[src/include/obj_defs.svh]
// Sizes shared by the sprite layer blocks
// Table entries are 4 words each and the ROM word address carries 3 bank bits

`ifndef OBJ_DEFS_SVH
`define OBJ_DEFS_SVH

// Attribute RAM, 128 entries of 4 words
`define OBJ_TAB_AW 9

// Line buffer, one pixel per address
`define OBJ_LB_AW 9

// Graphics ROM word address
`define OBJ_ROM_AW 18

// Empty pixel value, also the transparent colour code
`define OBJ_CLR 12'hFFF

`endif
[src/source/obj_pkg.sv]
// Types shared by the sprite layer
// The offset word steps as a counter, so a carry out of addr can flip hflip

`default_nettype none

package obj_pkg;

    // Draw offset word, word 3 of an attribute entry
    typedef union packed {
        logic [15:0] raw;          // Counter view
        struct packed {
            logic        hflip;    // Reverses nibble order and walk direction
            logic [14:0] addr;     // ROM word inside the bank
        } f;
    } obj_offset_u;

    // One line buffer location
    typedef struct packed {
        logic [1:0] prio;          // Layer priority tag
        logic [5:0] pal;           // Palette select
        logic [3:0] colour;        // 0xF means nothing drawn
    } obj_pxl_t;

endpackage

`default_nettype wire

[src/source/obj_scan.sv]
// Attribute table walker, restarts at entry 0 on every hstart
// A top line of 0xFF ends the list, hidden entries cost no draw time

`default_nettype none

`include "obj_defs.svh"

module obj_scan (
    input  wire logic                   clk,
    input  wire logic                   rst,
    input  wire logic                   hstart,
    input  wire logic [7:0]             vrender,
    output logic [`OBJ_TAB_AW-1:0]      tab_addr,
    input  wire logic [15:0]            tab_dout,
    input  wire logic                   busy,
    output logic                        start,
    output logic [8:0]                  xpos,
    output obj_pkg::obj_offset_u        offset,
    output logic [2:0]                  bank,
    output logic [1:0]                  prio,
    output logic [5:0]                  pal
);
    import obj_pkg::*;

    localparam logic [2:0] S_IDLE = 3'd0;
    localparam logic [2:0] S_ADDR = 3'd1;   // Word 0 address on the RAM
    localparam logic [2:0] S_W0   = 3'd2;
    localparam logic [2:0] S_W1   = 3'd3;
    localparam logic [2:0] S_W2   = 3'd4;
    localparam logic [2:0] S_W3   = 3'd5;
    localparam logic [2:0] S_WAIT = 3'd6;   // Visible sprite waiting for the drawer

    logic [2:0]             st;
    logic [`OBJ_TAB_AW-3:0] idx;            // Entry number
    logic [1:0]             sub;            // Word within the entry
    logic [7:0]             ytop, ybot;
    logic [7:0]             pitch;
    logic [7:0]             row;
    logic                   vis;
    logic                   adv;
    obj_offset_u            line_offs;

    assign tab_addr = {idx, sub};

    // Row inside the sprite, only meaningful when vis
    assign row = vrender - ytop;
    assign vis = (ytop <= vrender) && (vrender < ybot);

    // Word 3 is on tab_dout during S_W3
    always_comb begin
        line_offs.raw = tab_dout + {8'd0, pitch} * {8'd0, row};
    end

    // Move to the next entry
    assign adv = (st == S_W3 && !vis) || (st == S_WAIT && !busy);

    always_ff @(posedge clk or posedge rst) begin
        if (rst) begin
            st    <= S_IDLE;
            idx   <= '0;
            sub   <= '0;
            start <= 1'b0;
        end else begin
            start <= 1'b0;
            if (hstart) begin
                st  <= S_ADDR;  // New line, back to entry 0
                idx <= '0;
                sub <= '0;
            end else if (adv) begin
                if (st == S_WAIT)
                    start <= 1'b1;  // Drawer idle, hand the sprite over
                if (&idx) begin
                    st <= S_IDLE;   // Table exhausted
                end else begin
                    idx <= idx + 1'b1;
                    sub <= '0;
                    st  <= S_ADDR;
                end
            end else begin
                case (st)
                    S_ADDR: begin
                        sub <= 2'd1;
                        st  <= S_W0;
                    end
                    S_W0: begin
                        if (tab_dout[7:0] == 8'hFF) begin
                            st <= S_IDLE;   // End marker hides the rest
                        end else begin
                            sub <= 2'd2;
                            st  <= S_W1;
                        end
                    end
                    S_W1: begin
                        sub <= 2'd3;
                        st  <= S_W2;
                    end
                    S_W2:    st <= S_W3;
                    S_W3:    st <= S_WAIT;  // Only reached when visible
                    default: ;
                endcase
            end
        end
    end

    // Entry fields, captured as each word comes out of the RAM
    always_ff @(posedge clk) begin
        case (st)
            S_W0: begin
                ytop <= tab_dout[7:0];
                ybot <= tab_dout[15:8];
            end
            S_W1: begin
                xpos <= tab_dout[8:0];
                bank <= tab_dout[11:9];
                prio <= tab_dout[13:12];
            end
            S_W2: begin
                pal   <= tab_dout[5:0];
                pitch <= tab_dout[15:8];
            end
            S_W3:    offset <= line_offs;   // Start word for this line
            default: ;
        endcase
    end

    // Drawer must be idle when a sprite is handed over
    a_start_idle: assert property (@(posedge clk) disable iff (rst)
        start |-> !busy);

endmodule

`default_nettype wire

[config.mk]
export PLATFORM = sky130hd
export DESIGN_NAME = obj_scan
export DESIGN_NICKNAME = d
export VERILOG_FILES = /design/src/source/obj_pkg.sv /design/src/source/obj_scan.sv
export VERILOG_INCLUDE_DIRS = /design/src /design/src/include
export SDC_FILE = /design/constraint.sdc
export NUM_CORES = 1
export LEC_CHECK = 0
export BUFFER_PORTS_ARGS = -buffer_cell sky130_fd_sc_hd__buf_4
export CORE_MARGIN = 4
export CORE_UTILIZATION = 25
export DETAILED_ROUTE_END_ITERATION = 8
export MAX_ROUTING_LAYER = met4
export RECOVER_POWER = 50
export SKIP_CTS_REPAIR_TIMING = 1
export SLEW_MARGIN = 20
export SYNTH_ARGS = -nofsm -noshare
export SYNTH_HDL_FRONTEND = slang
export SYNTH_SLANG_ARGS = --single-unit
[constraint.sdc]
create_clock -name clk -period 16.5 [get_ports clk]
set_clock_uncertainty 0.1 [all_clocks]
set_input_delay 2.475 -clock clk [delete_from_list [all_inputs] [get_ports clk]]
set_output_delay 2.475 -clock clk [all_outputs]
set_load 0.01 [all_outputs]
After elaboration in Yosys (flattened, before gate mapping)
Cells that the tools add are included.
Storage, ports and cells
  bits in registers: 73
  latch bits: 0
  RAM bits: 0
  memory bits (read-only): 0
  input port bits: 28
  output and inout port bits: 46
  logic and storage cells: 56
  memories kept: 0
Operators by class
  $add $sub $neg: 3
  $mul: 1
  divide/modulo/power cells: 0
  order comparisons: 2
  equal/unequal tests: 10
  shifts and indexed selects: 0
  muxes and demuxes: 16
  bitwise logic cells: 0
  reductions and logical operators: 12
Operators with widths (count)
  $mux 7: 3
  $add 16x16->16: 1
  $mul 8x8->16: 1
  $pmux 3 s5: 1
  $mux 2: 5
  $eq 3x3->1 const B: 3
  $eq 8x8->1 const B: 1
  $le 8x8->1: 1
  $lt 8x8->1: 1
  $sub 8x8->8: 1
  $add 7x1->7 const B: 1
  $reduce_and 7->1: 1
  $reduce_bool 7->1: 1
  $eq 3x2->1 const B: 2
  $mux 3: 2
  $pmux 2 s3: 1
  $reduce_bool 5->1: 1
  $mux 1: 4
  $ne 4x4->1 const B: 1
  $eq 3x1->1 const B: 1
  $logic_and 1x1->1: 3
  $ne 3x3->1 const B: 1
  $reduce_and 3->1: 1
  $logic_not 1->1: 2
  other kinds (4): 4

Depth between registers and ports, before layout
  word-level depth: 7
  depth in mapped cells: 25
  depth with buffers taken out: 25

Least setup slack after synthesis
No wires, ideal clock.
  path type: input -> register
  start: in vrender[0]
  end: reg offset[15] (netlist name) (data pin)
  library setup time: 259 ps
  data arrival time: 7663 ps
  required time: 16141 ps
  setup slack: 8478 ps
  cell stages on the path: 25
  path buffers: 0
  path through: inv_1 -> ha_1 -> inv_1 -> fa_1 -> a21o_1 -> a21oi_1 -> o21bai_1 -> a21oi_1 -> xnor2_1 -> and2_1 -> fa_1 -> inv_1 -> fa_1 -> inv_1 -> fa_1 -> inv_1 -> fa_1 -> inv_1 -> ha_1 -> a21o_1 -> o32ai_1 -> a21oi_1 -> a21oi_1 -> nor2_1 -> a211o_1
RTL lines
  from (decl): line obj_scan.sv:12  | input wire logic [7:0] vrender,
  to (signal assigned): line obj_scan.sv:121  | S_W3: offset <= line_offs;
  to (decl): line obj_scan.sv:18  | output obj_pkg::obj_offset_u offset,

==> run_results.csv <==
group,metric,value,unit
drt,avgViaCountPerCell,4.32,
power_and_ir_drop,sw_frac_of_total,0.386,
sta,setup-violations-final,0,
die,dieArea,0.0251,sq mm
drt,vias,3843,
drt,drt-initial-drc-count,175,
power_and_ir_drop,p_seq_frac,0.249,
grt,grt_pass1_vias,4132,
placement,io_buffers,73,
sta,worstMarginPinSlew,0.985,ns
die,pin_count,74,
critical_path,cp_data_required_time,16.49,ns
logic_synthesis,syn-num-nets,654,
clocking,htree_levels,3,
critical_path,worstReg2RegStart,"ytop[0]",
critical_path,critPathArrivalTime,8.13,ns
logic_synthesis,synth-edff-count,60,
power_and_ir_drop,combPwrFrac,0.557,
critical_path,worstPathMaxFanout,8,
sta,max_freq,123,MHz
placement,place_hpwl,9730,um
worst_hold_path,hold_path_depth,2,
power_and_ir_drop,powerDensity,147,mW/mm^2
worst_hold_path,min_path_type,"reg -> reg",
grt,grt_overflow_total,0,
logic_synthesis,netlist_area,0.00566,sq mm
sta,drv_slew,0,
grt,grt_antenna_before_repair,0,
critical_path,end_kind,"flop",
grt,grt_use_total,0.108,
clocking,numCtsBuffers,9,
logic_synthesis,seq_area_frac_synth,0.376,
die,coreArea,0.0220,sq mm
logic_synthesis,synth.avg_cell_area,10.9,sq um
drt,wire_per_inst,13.5,um
sta,period_needed,8.15,ns
critical_path,critPathLaunchType,"input port",
logic_synthesis,yosys_warnings,0,
drt,routed_wl,12000,um
run,drv_cap,0,
layout,final_cell_mix,"122 x inv_1, 60 x edfxtp_1, 58 x buf_4",
power_and_ir_drop,internal-power,0.611,mW
drt,first_pass_iters,4,
sta,rsz0062_at_grt,"false",
die,start_util,0.257,
power_and_ir_drop,clockPowerShare,0.194,
grt,grt_max_degree,17,
sta,hold_viol_final,0,
sta,period_share,0.494,
drt,drc,0,
run_status,status,"finished, final reports clean",
power_and_ir_drop,ir_worst_vdd,0.0950,mV
clocking,clk_latency,0.34,ns
placement,gp_congestion,0.814,
sta,final.setup.worst_slack,8.35,ns
layout,fin_util,0.308,
layout,drive_gt1_frac,0.133,
logic_synthesis,async_flop_share,0.178,
clocking,cts_tree,"yes",
critical_path,r2r_cells,24,
power_and_ir_drop,p_sw,0.384,mW
logic_synthesis,synth_cell_types,45,
layout,final_common_cell,"inv_1",
die,rows,54,
sta,fin_tns_setup,0,ns
logic_synthesis,synthCells,521,
power_and_ir_drop,power_leakage,3.06,nW
sta,slew_headroom,0.343,
critical_path,critPathKind,"in -> reg",
clocking,clk_pin_slew_worst_paths,0.06,ns
layout,design_area,0.00679,sq mm
clocking,cts.sinks,73,
clocking,clk_path_buf_depth,2,
logic_synthesis,synth-seq-cells,73,
clocking,clockRootBuffer,"clkbuf_16",
worst_hold_path,min-delay-start,"sub[1]",
die,die_y,158,um
layout,final_nets,738,
placement,preCtsSetupSlack,7.97,ns
die,die_x,158,um
drt,detail-route-antenna-nets,0,
layout,n_antenna_cell,0,
power_and_ir_drop,power,0.995,mW
layout,synthToLayoutAreaGrowth,20.0,%
critical_path,crit_start,"vrender[0]",
placement,postPlaceCellArea,0.00657,sq mm
logic_synthesis,synth_ff_type,"edfxtp_1",
grt,grt_pass1_wl,20700,um
## cell usage after synthesis, types with 2 or more instances
cell type	count	share of area
nor3_2	2	0.0035
nand2b_1	13	0.014
nor2b_1	6	0.0066
a21oi_1	19	0.017
nor2_1	21	0.014
o32ai_1	2	0.0031
a21boi_0	2	0.0027
a2111oi_4	2	0.0097
and2_1	35	0.039
and3_1	2	0.0022
xor2_1	7	0.011
o21bai_1	5	0.0066
fa_1	51	0.18
edfxtp_1	60	0.32
mux2i_1	2	0.0035
nor3_1	6	0.0053
inv_1	121	0.080
ha_1	54	0.12
o21a_1	5	0.0066
dfrtp_1	13	0.058
a21o_1	3	0.0040
o21ai_0	9	0.0080
clkbuf_1	3	0.0020
xnor2_1	16	0.025
nand4_1	5	0.0055
nand2_1	28	0.019
nand3_1	5	0.0044
nor4_1	7	0.0077
## layout make-up
class,instances,area [sq um]
Multi-Input combinational cell,322,3050
Tap cell,280,350
Fill cell,2325,15200
Clock buffer,10,229
Timing Repair Buffer,77,507
Sequential cell,73,2130
Clock inverter,6,60.1
Inverter,122,458
## path summary, 6_finish.rpt
| check | end | slack, ns |
|---|---|---|
| max reg2reg | offset[15] | 10.29 |
| max in group asynchronous | idx[6] | 13.89 |
| min in group asynchronous | start | 2.06 |
| min | sub[1] | 0.44 |
| min reg2reg | sub[1] | 0.44 |
| max | offset[15] | 8.35 |
## flip-flops by register name, indices dropped and copies added, names as in the netlist
signal  count
ytop        8
start       1
ybot        8
pal         6
prio        2
bank        3
sub         2
xpos        9
st          3
idx         7
offset     16
pitch       8
## power groups by stage
stage | combinational (mW) | clock (mW) | sequential, mW
finish | 0.554 | 0.193 | 0.247
global route | 0.659 | 0.208 | 0.248
CTS | 0.568 | 0.201 | 0.247
detailed placement | 0.565 | 0 | 0.251
global placement | 0.555 | 0 | 0.251
floorplan | 0.452 | 0 | 0.252
## metrics by stage
stage	hold WS, ns	std cells
after floorplan	0.437	521
after CTS	0.451	890
after global placement	0.436	874
final	0.443	890
after detailed placement	0.440	874
after global routing	0.484	890
## critical path, cell delays in order
cell	delay (ns)
buf_4	0.11
inv_1	0.07
ha_1	0.14
inv_1	0.04
fa_1	0.38
a21o_1	0.19
a21oi_1	0.27
o21bai_1	0.09
a21oi_1	0.17
xnor2_1	0.21
and2_1	0.24
fa_1	0.50
inv_1	0.06
fa_1	0.53
inv_1	0.05
fa_1	0.52
inv_1	0.05
fa_1	0.52
inv_1	0.04
ha_1	0.33
a21o_1	0.22
o32ai_1	0.22
a21oi_1	0.10
a21oi_1	0.26
nor2_1	0.07
a211o_1	0.23
## metal layers
metal	global-route usage	part of all wire	up-vias
li1	-	-	1857
met3	0.0231	0.047	10
met4	0.0341	0.013	0
met1	0.128	0.44	1897
met2	0.185	0.50	79
met5	-	0	-
## logic make-up after synthesis
logic type      share of synthesized area
fa+ha+maj                           0.300
flops                               0.376
buf+inv                            0.0838
compound gates                     0.0708
mux                               0.00354
simple gates                        0.130
xor+xnor                           0.0356
Note: power is estimated with default switching activity, not from simulation.
