===== config.mk =====
export PLATFORM = sky130hd
export DESIGN_NAME = obj_draw
export DESIGN_NICKNAME = d
export VERILOG_FILES = /design/src/source/obj_pkg.sv /design/src/source/obj_draw.sv
export VERILOG_INCLUDE_DIRS = /design/src /design/src/include
export SDC_FILE = /design/constraint.sdc
export NUM_CORES = 1
export LEC_CHECK = 0
export BUFFER_PORTS_ARGS = -buffer_cell sky130_fd_sc_hd__buf_2
export CAP_MARGIN = 30
export CORE_MARGIN = 8
export CORE_UTILIZATION = 40
export DETAILED_ROUTE_END_ITERATION = 7
export PLACE_DENSITY = 0.59
export SETUP_SLACK_MARGIN = 0.4
export SYNTH_ARGS = -nofsm -noshare
export SYNTH_HDL_FRONTEND = slang
export SYNTH_SLANG_ARGS = --single-unit
export TNS_END_PERCENT = 10

===== constraint.sdc =====
create_clock -name clk -period 3.2 [get_ports clk]
set_clock_uncertainty 0.15 [all_clocks]
set_input_delay 0.64 -clock clk [delete_from_list [all_inputs] [get_ports clk]]
set_output_delay 0.64 -clock clk [all_outputs]
set_load 0.05 [all_outputs]

===== src/include/obj_defs.svh =====
// Sizes shared by the sprite layer blocks
// Table entries are 4 words each and the ROM word address carries 3 bank bits

`ifndef OBJ_DEFS_SVH
`define OBJ_DEFS_SVH

// Attribute RAM, 128 entries of 4 words
`define OBJ_TAB_AW 9

// Line buffer, one pixel per address
`define OBJ_LB_AW 9

// Graphics ROM word address
`define OBJ_ROM_AW 18

// Empty pixel value, also the transparent colour code
`define OBJ_CLR 12'hFFF

`endif

===== src/source/obj_pkg.sv =====
// Types shared by the sprite layer
// The offset word steps as a counter, so a carry out of addr can flip hflip

`default_nettype none

package obj_pkg;

    // Draw offset word, word 3 of an attribute entry
    typedef union packed {
        logic [15:0] raw;          // Counter view
        struct packed {
            logic        hflip;    // Reverses nibble order and walk direction
            logic [14:0] addr;     // ROM word inside the bank
        } f;
    } obj_offset_u;

    // One line buffer location
    typedef struct packed {
        logic [1:0] prio;          // Layer priority tag
        logic [5:0] pal;           // Palette select
        logic [3:0] colour;        // 0xF means nothing drawn
    } obj_pxl_t;

endpackage

`default_nettype wire


===== src/source/obj_draw.sv =====
// Sprite line drawer, a ROM fetch waits on obj_ok for any number of cycles
// Nibble 0xF is transparent, 0xF as the fourth nibble drawn ends the sprite

`default_nettype none

`include "obj_defs.svh"

module obj_draw (
    input  wire logic                   clk,
    input  wire logic                   rst,
    input  wire logic                   hstart,
    input  wire logic                   start,
    output logic                        busy,
    input  wire logic [`OBJ_LB_AW-1:0]  xpos,
    input  wire obj_pkg::obj_offset_u   offset,
    input  wire logic [2:0]             bank,
    input  wire logic [1:0]             prio,
    input  wire logic [5:0]             pal,
    input  wire logic                   obj_ok,
    output logic                        obj_cs,
    output logic [`OBJ_ROM_AW-1:0]      obj_addr,
    input  wire logic [15:0]            obj_data,
    output obj_pkg::obj_pxl_t           bf_data,
    output logic                        bf_we,
    output logic [`OBJ_LB_AW-1:0]       bf_addr
);
    import obj_pkg::*;

    obj_offset_u            cur;        // Word being fetched or drawn
    logic [15:0]            word;       // Shifts one nibble per draw cycle
    logic [1:0]             cnt;
    logic                   draw;
    logic [`OBJ_LB_AW-1:0]  pos;        // Next buffer location
    logic [2:0]             bank_r;
    logic [1:0]             prio_r;
    logic [5:0]             pal_r;
    logic [3:0]             nib;
    logic                   take;
    logic                   last;

    assign nib      = cur.f.hflip ? word[3:0] : word[15:12];
    assign take     = obj_cs && obj_ok;
    assign last     = draw && cnt == 2'd3;
    assign obj_addr = {bank_r[1:0], bank_r[2], cur.f.addr};   // ROM bank wiring

    always_ff @(posedge clk or posedge rst) begin
        if (rst) begin
            busy   <= 1'b0;
            obj_cs <= 1'b0;
            draw   <= 1'b0;
            cnt    <= '0;
            bf_we  <= 1'b0;
        end else if (hstart) begin
            busy   <= 1'b0;     // Abort, the line is over
            obj_cs <= 1'b0;
            draw   <= 1'b0;
            bf_we  <= 1'b0;
        end else if (start) begin
            busy   <= 1'b1;
            obj_cs <= 1'b1;     // First word request
            draw   <= 1'b0;
            bf_we  <= 1'b0;
        end else begin
            bf_we <= draw && nib != 4'hF;   // Skip transparent
            if (take) begin
                obj_cs <= 1'b0;
                draw   <= 1'b1;
                cnt    <= '0;
            end
            if (draw) begin
                cnt <= cnt + 1'b1;
                if (last) begin
                    draw <= 1'b0;
                    if (nib == 4'hF)
                        busy <= 1'b0;   // Terminating word done
                    else
                        obj_cs <= 1'b1; // Go for the next word
                end
            end
        end
    end

    always_ff @(posedge clk) begin
        if (start) begin
            cur    <= offset;
            pos    <= xpos;
            bank_r <= bank;
            prio_r <= prio;
            pal_r  <= pal;
        end else begin
            if (take)
                word <= obj_data;
            if (draw) begin
                word           <= cur.f.hflip ? word >> 4 : word << 4;
                pos            <= pos + 1'b1;
                bf_addr        <= pos;
                bf_data.prio   <= prio_r;
                bf_data.pal    <= pal_r;
                bf_data.colour <= nib;
                // Carry out of addr may toggle hflip
                if (last && nib != 4'hF)
                    cur.raw <= cur.raw + (cur.f.hflip ? 16'hFFFF : 16'h0001);
            end
        end
    end

    // ROM request held steady until acknowledged
    a_addr_hold: assert property (@(posedge clk) disable iff (rst)
        obj_cs && !obj_ok && !hstart |=> $stable(obj_addr));

endmodule

`default_nettype wire


* After elaboration in Yosys (flattened, before gate mapping) *
Cells that the tools add are included.

storage, ports and cells
  register bits = 79
  bits of input ports = 57
  output and inout port bits = 42
  logic and storage cells = 68

cells by class
  $add $sub $neg = 3
  equal/unequal tests = 3
  muxes and demuxes = 30
  bitwise logic cells = 2
  reduce and logical (&&, ||, !) cells = 15

operator list
  kind                 count
  $mux 16              7
  $mux 1               18
  $mux 9               2
  $add 16x16->16       1
  $add 9x1->9 const B  1
  $reduce_bool 3->1    3
  $reduce_and 2->1     3
  $reduce_and 3->1     2
  $reduce_bool 2->1    3
  $eq 4x4->1 const B   1
  $logic_and 1x1->1    4
  $mux 2               2
  $mux 4               1
  $ne 4x4->1 const B   1
  $add 2x1->2 const B  1
  $eq 2x2->1 const B   1
  $not 1->1            2

* Longest topological paths before layout *
Gate-level depths: netlist of run 1.

  depth in word-level cells = 7
  gate-level depth with buffers = 7

* Least setup slack after synthesis of run 1 *
No wires, ideal clock.

  path kind = reg-to-reg
  start = register cur[15] in the netlist's numbering
  end = register cur[0] in the netlist's numbering (enable)
  arrival = 2.010 ns
  data required time = 2.656 ns
  setup slack = 0.646 ns
  cell stages (with the launch flop) = 5
  period minus slack after synthesis = 2.554 ns
  cells stage by stage = edfxtp_1 -> buf_4 -> mux2i_1 -> nor4_1 -> o21bai_1

on the way
  longest elaborated chain between the ends = 5

ends and longest elaborated chain
  element                      RTL line         source
  from (decl)                  obj_draw.sv:29   obj_offset_u cur;
  from (signal assigned)       obj_draw.sv:85   cur <= offset;
  $mux 4                       obj_draw.sv:41   assign nib = cur.f.hflip ? word[3:0] : word[15:12];
  $ne 4x4->1                   obj_draw.sv:101  if (last && nib != 4'hF)
  $logic_and 1x1->1            obj_draw.sv:101
  $reduce_bool 2->1 (no line)  --
  $reduce_and 2->1 (no line)   --

No other way between the ends.
A chain may end at the register's enable or synchronous reset.

* Worst setup path in the final report of run 1 *
  start = register cur[15] in the netlist's numbering
  end = register cur[8] in the netlist's numbering, data pin

on the way
  longest elaborated chain between the ends = 5

ends and longest elaborated chain
  element         RTL line         source
  $mux 16         obj_draw.sv:102  cur.raw <= cur.raw + (cur.f.hflip ? 16'hFFFF : 16'h0001);
  $add 16x16->16  obj_draw.sv:102
  $mux 16         obj_draw.sv:101
  $mux 16         obj_draw.sv:93   if (draw) begin
  $mux 16         obj_draw.sv:84   if (start) begin

No other way between the ends. The select of a mux whose other input is x is not followed.

==> results of run 1 <==
-- layout make-up --
cell class                 instances  area share
clock buffer                       9      0.0253
clock inverter                     7      0.0181
inverter                          17      0.0130
multi-input combinational        230       0.315
sequential                        79       0.478
tap                              136      0.0347
timing repair buffer             108       0.115
-- registers in the layout (all words and copies together) (netlist names) --
name,flops
bank_r,3
bf_addr,9
bf_data,12
bf_we,1
busy,1
cnt,2
cur,16
draw,1
obj_cs,1
pal_r,6
pos,9
prio_r,2
word,16
-- layout by cell type (no fill, tap or decap), drive strengths merged, types with 4 or more instances in the layout --
cell type and instances:
nand3 12, nand2 31, nor2 25, a21o 9, nor3 4, dfrtp 6, edfxtp 73, nor2b 4
clkbuf 9, buf 108, xnor2 4, o21ai 32, nand4 4, ha 16, inv 20, a21oi 22
xor2 10, mux2i 13
-- worst max-delay path by stage --
stage / startpoint / to / depth (start not counted)
CTS: cur[15] / cur[8] / 6
detailed placement: cur[15] / cur[8] / 6
global placement: cur[15] / cur[12] / 6
finish: cur[15] / cur[8] / 7
floorplan: cur[15] / cur[0] / 4
global route: cur[0] / cur[8] / 6
-- cell families (layout without fill, tap and decap cells) --
group	count (synthesis)	count (layout)
compound gates	91	91
simple gates	93	93
flops	79	79
xor+xnor	14	14
buf+inv	48	141
mux	15	15
fa+ha+maj	17	17
-- layer usage --
layer	up-vias	global-route usage	wire, microns
met4	0	0.0360	54
met2	70	0.217	4430
li1	1473	-	-
met5	-	0	0
met1	1358	0.149	3940
met3	2	0.0384	447
-- metrics by stage --
step                setup WS (ns)  utilization
global placement            0.502        0.458
detailed placement          0.433        0.458
global route                0.491        0.481
floorplan                   0.646            -
finish                      0.647        0.481
CTS                         0.412        0.479
-- where the power goes --
group | switching, mW | internal (mW) | total [mW]
clock network | 0.401 | 0.377 | 0.778
registers | 0.0404 | 1.22 | 1.26
logic | 0.481 | 0.287 | 0.767
-- worst max-delay path, delay by kind of cell (launching register included) --
family	cells	cell delay, ns
fa+ha+maj	1	0.44
simple gates	1	0.19
flops	1	0.37
compound gates	4	0.95
buf+inv	1	0.20
==> impl_summary.log, run 1 <==
INFO  metric outcome = finished, final reports clean
INFO  metric finalSetupTns = 0 ns
INFO  metric drv_slew = 0
INFO  metric yosysWarnings = 0
INFO  metric ys_async_sr_fraction = 0.0759
INFO  metric cp-end-kind = flop
INFO  metric yosysUniqueCellTypes = 53
INFO  metric grt_start_max_net_pins = 36
INFO  metric synth_sequential_area_ratio = 0.566
INFO  metric hold_viol_final = 0
INFO  metric r2r-start = cur[15]
INFO  metric muxShareOfSynthArea = 0.0369
INFO  metric clock_tree.buffer_depth = 2
INFO  metric dp.cells = 567
INFO  metric n_antenna_cell = 0
INFO  metric ys_seq_elements = 79
INFO  metric count_of_tritonroute_iterations_in_the_first_routing_pass = 4
INFO  metric drive_above_1_share = 0.318
INFO  metric drt_drc_violations_left = 0
INFO  metric routed_vias = 2,903
INFO  metric final-seq-area = 2340 sq um
INFO  metric die_area = 13,900 sq um
INFO  metric maxClockFrequency = 392 MHz
INFO  metric synth.net_count = 431
INFO  metric dieWidth = 118 microns
INFO  metric synth-adder-area-share = 0.0532
INFO  metric clk_root_buffer_cell = sky130_fd_sc_hd__clkbuf_8
INFO  metric worst-setup-path-type = reg2reg
INFO  metric grt.overflow.total = 0
INFO  metric tritoncts_num_sinks = 79
INFO  metric io_buffer_count = 98
INFO  metric synth_xor_area_frac = 0.0296
INFO  metric grt_first_pass_wirelength = 14.3 mm
INFO  metric power-per-cell-area = 573 nW/um^2
INFO  metric finalInstanceArea = 4900 sq um
INFO  metric htreeDepth = 3
INFO  metric fin_worst_hold_slack = 0.0485 ns
INFO  metric setup.reg_to_reg.worst_slack = 0.65 ns
INFO  metric synth_commonest_cells = sky130_fd_sc_hd__edfxtp_1 (73), sky130_fd_sc_hd__nand2_1 (31), sky130_fd_sc_hd__o21ai_0 (30)
INFO  metric dp_hpwl = 6.72 mm
INFO  metric tritoncts_clock_tree = yes
INFO  metric drv_cap = 0
INFO  metric critical_path_required = 3.14 ns
INFO  metric synth_compound_gate_area_share = 0.148
INFO  metric detailedRoute.firstIterationViolations = 240
INFO  metric synth_area = 4140 sq um
INFO  metric fillCellCount = 985
INFO  metric synth_cells = 357
INFO  metric clock_slew_at_reported_path_ffs = 0.09 ns
INFO  metric first_global_vias = 2,878
INFO  metric cts_hold_buf = 0
INFO  metric gpl.final_weighted_congestion = 0.871
INFO  metric die_height = 118 microns
INFO  metric finish.net_count = 519
INFO  metric min_period_over_period = 0.798
INFO  metric core_area = 10,200 sq um
INFO  metric cp_slowest_cell = sky130_fd_sc_hd__fa_1
INFO  metric synth.area.top_cells = sky130_fd_sc_hd__edfxtp_1 (53%), sky130_fd_sc_hd__ha_1 (4.8%), sky130_fd_sc_hd__dfrtp_1 (3.6%)
INFO  metric ioPinCount = 99
INFO  metric routed_wl = 8.87 mm
INFO  metric combinational_family_with_the_most_area_after_synthesis = compound AO/OA/AOI/OAI gates
INFO  metric std_cell_rows = 37
INFO  metric avgRoutedWirePerCell = 15.1 microns
INFO  metric worst_rel_slew_slack = 0.654
INFO  metric synth_most_common_cell = sky130_fd_sc_hd__edfxtp_1
INFO  metric clk_latency = 0.34 ns
INFO  metric rr_endpoint = cur[8]
INFO  metric synthDominantCellAreaShare = 0.529
INFO  metric synthesis.area_per_instance = 11.6 sq um
INFO  metric timing.critical_path.fanout_max = 12
INFO  metric start_util = 0.407
INFO  metric cts_setup_buffers = 0
INFO  metric total_power = 2.81 mW
INFO  metric timing.final.setup_violations = 0
INFO  metric min_period = 2.55 ns
INFO  metric synth-main-ff-cell = sky130_fd_sc_hd__edfxtp_1
INFO  metric max-vdd-ir-drop = 0.188 mV
INFO  metric grt_antenna_before_repair = 0
INFO  metric groute.usage.overall = 0.126
INFO  metric setup.worst_path.start_class = flop
INFO  metric tritoncts.num_buffers = 9
INFO  metric flow.area_growth_from_synthesis = 18.3%
INFO  metric cp_slowest_stage_delay = 0.44 ns
INFO  metric reg2reg_depth = 7
INFO  metric finish.cell_count_without_fillers = 586
INFO  metric unrepaired_setup_endpoints_after_global_routing = false
INFO  metric min_path_type = in2async
INFO  metric p_leak = 2.05 nW
INFO  metric routed_via_density = 4.95
INFO  metric synth_edf_count = 73
INFO  metric drt.antenna.violating_nets = 0
INFO  metric multiInputGateArea = 1540 sq um
INFO  metric synth_largest_area_cell = sky130_fd_sc_hd__edfxtp_1
INFO  metric path_cells = buf_4 -> fa_1 -> a211oi_2 -> o21bai_2 -> a2111oi_4 -> or3_2 -> a31oi_1
INFO  metric placed_area = 4660 sq um
INFO  metric worstMarginPinSlew = 0.514 ns
INFO  metric post_cts.resized_instances = 0
INFO  metric yosys.area_share.simple = 0.105
INFO  metric arrival = 2.49 ns
No activity file was read; power rests on OpenSTA's default activity.
==> run 2: changes to the inputs <==
--- a/config.mk
+++ b/config.mk
@@ -11,7 +11,7 @@
 export CORE_MARGIN = 8
 export CORE_UTILIZATION = 40
 export DETAILED_ROUTE_END_ITERATION = 7
-export PLACE_DENSITY = 0.59
+export PLACE_DENSITY = 0.62
 export SETUP_SLACK_MARGIN = 0.4
 export SYNTH_ARGS = -nofsm -noshare
 export SYNTH_HDL_FRONTEND = slang
==> constraint.sdc (replaced) <==
create_clock -name clk -period 2.3 [get_ports clk]
set_clock_uncertainty 0.15 [all_clocks]
set_input_delay 0.46 -clock clk [delete_from_list [all_inputs] [get_ports clk]]
set_output_delay 0.46 -clock clk [all_outputs]
set_load 0.05 [all_outputs]
==> run 2 against run 1 <==
The run now ends with setup timing left. Die area stayed put. Critical path depth stayed put. Clock power is 52% higher. Global-route usage is 0.56 points higher. Count of clock-buffer cells in the layout stayed put. Highest routed layer unchanged. Maximum frequency is 7.4% higher. Sequential share of layout area is 3.8 points lower. Setup slack worse by 0.72 ns. Critical endpoint unchanged. Design area is 8.6% higher.
==> impl_summary.log, run 2 (synthesis results as in run 1) <==
INFO  metric grt_antenna_before_repair = 0
INFO  metric crit_path_end = cur[8]
INFO  metric drv_slew = 0
INFO  metric dp_hpwl = 6.97 mm
INFO  metric drv_cap = 0
INFO  metric min_period = 2.38 ns
INFO  metric outcome = complete, but fails checks
INFO  metric drt_drc_violations_left = 0
INFO  metric tritoncts_clock_tree = yes
INFO  metric flow.area_growth_from_synthesis = 28.5%
INFO  metric critPathLaunch = cur[15]
INFO  metric setup.worst_path.start_class = flop
INFO  metric finalSetupTns = -0.222 ns
INFO  metric std_cell_rows = 37
INFO  metric path_cells = buf_12 -> fa_2 -> a211oi_2 -> o21bai_2 -> a2111oi_4 -> or3_2 -> a31oi_1
INFO  metric violations = setup timing
INFO  metric core_area = 10,200 sq um
INFO  metric timing.critical_path.depth = 7
INFO  metric p_leak = 2.24 nW
INFO  metric clock_tree.buffer_depth = 2
INFO  metric cp_slowest_cell = sky130_fd_sc_hd__edfxtp_1
INFO  metric maxClockFrequency = 421 MHz
INFO  metric gpl.final_weighted_congestion = 0.869
INFO  metric drive_above_1_share = 0.398
INFO  metric die_area = 13,900 sq um
INFO  metric r2r-start = cur[15]
INFO  metric clk_latency = 0.35 ns
INFO  metric multiInputGateArea = 1630 sq um
INFO  metric htreeDepth = 3
INFO  metric hold_viol_final = 0
INFO  metric arrival = 2.33 ns
INFO  metric reg_top3 = cur (16), word (16), bf_data (12)
INFO  metric fillCellCount = 944
INFO  metric setup.reg_to_reg.worst_slack = -0.08 ns
INFO  metric first_global_vias = 3,120
INFO  metric timing.final.setup_violations = 4
INFO  metric dieWidth = 118 microns
INFO  metric path_buf_inv = 1
INFO  metric layout.cells.most_common = sky130_fd_sc_hd__buf_2
INFO  metric worstMarginPinSlew = 0.486 ns
INFO  metric tritoncts.num_buffers = 9
INFO  metric detailedRoute.firstIterationViolations = 175
INFO  metric die_height = 118 microns
INFO  metric grt.overflow.total = 0
INFO  metric count_of_tritonroute_iterations_in_the_first_routing_pass = 4
INFO  metric io_buffer_count = 98
INFO  metric cp-end-kind = flop
INFO  metric worst_slack = -0.0766 ns
INFO  metric routed_via_density = 4.87
INFO  metric critical_path_required = 2.25 ns
INFO  metric grt_first_pass_wirelength = 14.8 mm
INFO  metric total_power = 4.26 mW
INFO  metric most_frequent_cells_in_the_layout = sky130_fd_sc_hd__buf_2 (98), sky130_fd_sc_hd__edfxtp_1 (73), sky130_fd_sc_hd__buf_4 (39), sky130_fd_sc_hd__nand2_1 (31)
INFO  metric max-vdd-ir-drop = 0.256 mV
INFO  metric routed_wl = 9.14 mm
INFO  metric n_antenna_cell = 0
INFO  metric routed_vias = 3,024
INFO  metric power-per-cell-area = 800 nW/um^2
INFO  metric clock_slew_at_reported_path_ffs = 0.09 ns
INFO  metric groute.usage.overall = 0.132
INFO  metric clk_root_buffer_cell = sky130_fd_sc_hd__clkbuf_8
INFO  metric fin_worst_hold_slack = 0.128 ns
INFO  metric avgRoutedWirePerCell = 14.7 microns
INFO  metric ioPinCount = 99
INFO  metric drt.antenna.violating_nets = 0
INFO  metric grt_start_max_net_pins = 33
INFO  metric cp_slowest_stage_delay = 0.42 ns
INFO  metric finish.net_count = 554
INFO  metric final-seq-area = 2340 sq um
INFO  metric worst_path_dominant_cell_family = compound AO/OA/AOI/OAI gates
INFO  metric unrepaired_setup_endpoints_after_global_routing = true
INFO  metric min_path_type = in2reg
INFO  metric tritoncts_num_sinks = 79
INFO  metric min_period_over_period = 1.03
INFO  metric timing.critical_path.fanout_max = 12
INFO  metric reg2reg_depth = 7
INFO  metric rr_endpoint = cur[8]
INFO  metric start_util = 0.407
INFO  metric worst-setup-path-type = reg2reg
INFO  metric worst_rel_slew_slack = 0.674
-- run 2: timing repair --
item | in CTS | in global routing
buffers inserted | 3 | 0
endpoints found under the setup margin | 30 | 32
hold buffers | 1 | 0
pin swaps | 5 | 3
hold endpoints to repair | 6 | 0
resized for setup | 16 | 5
-- run 2: metrics by stage --
stage | utilization | area (sq um) | std cells | setup slack, ns
detailed placement | 0.489 | 4980 | 601 | -0.0875
global placement | 0.489 | 4980 | 601 | -0.0780
CTS | 0.521 | 5310 | 621 | -0.0886
floorplan | - | 4160 | 357 | -0.106
finish | 0.522 | 5320 | 621 | -0.0766
global route | 0.522 | 5320 | 621 | -0.175
-- run 2: per-layer routing --
metal / share of wire / up-vias / wire [microns] / global-route usage
met5: 0 / - / 0 / 0
met4: 0.018 / 0 / 167 / 0.0624
met3: 0.056 / 11 / 510 / 0.0321
met2: 0.49 / 72 / 4490 / 0.219
met1: 0.44 / 1403 / 3980 / 0.157
li1: - / 1538 / - / -
-- run 2: worst min-delay path by stage --
stage | slack, ns | end | from | depth (start not counted)
6_report | 0.13 | pal_r[4] | pal[4] | 1
3_3_place_gp | 0.23 | bf_we | rst | 2
4_1_cts | 0.11 | prio_r[0] | prio[0] | 1
2_1_floorplan | 0.10 | bf_we | rst | 1
5_1_grt | 0.11 | pal_r[2] | pal[2] | 1
3_5_place_dp | 0.23 | bf_we | rst | 2
-- run 2: worst register-to-register path: stages, from the launching register on --
cell	delay, ns
sky130_fd_sc_hd__edfxtp_1	0.42
sky130_fd_sc_hd__buf_12	0.17
sky130_fd_sc_hd__fa_2	0.37
sky130_fd_sc_hd__a211oi_2	0.24
sky130_fd_sc_hd__o21bai_2	0.14
sky130_fd_sc_hd__a2111oi_4	0.38
sky130_fd_sc_hd__or3_2	0.18
sky130_fd_sc_hd__a31oi_1	0.08
-- run 2: layout make-up --
class / instances / area share
clock inverters: 7 / 0.0195
clock buffers: 9 / 0.0233
multi-input cells: 230 / 0.307
repair buffers: 143 / 0.166
inverters: 17 / 0.0120
well taps: 136 / 0.0320
flip-flops and latches: 79 / 0.440
-- run 2: power breakdown --
group / switching [mW] / leakage [nW] / internal [mW]
clock: 0.552 / 0.108 / 0.624
sequential: 0.0640 / 0.771 / 1.70
combinational: 0.725 / 1.36 / 0.595
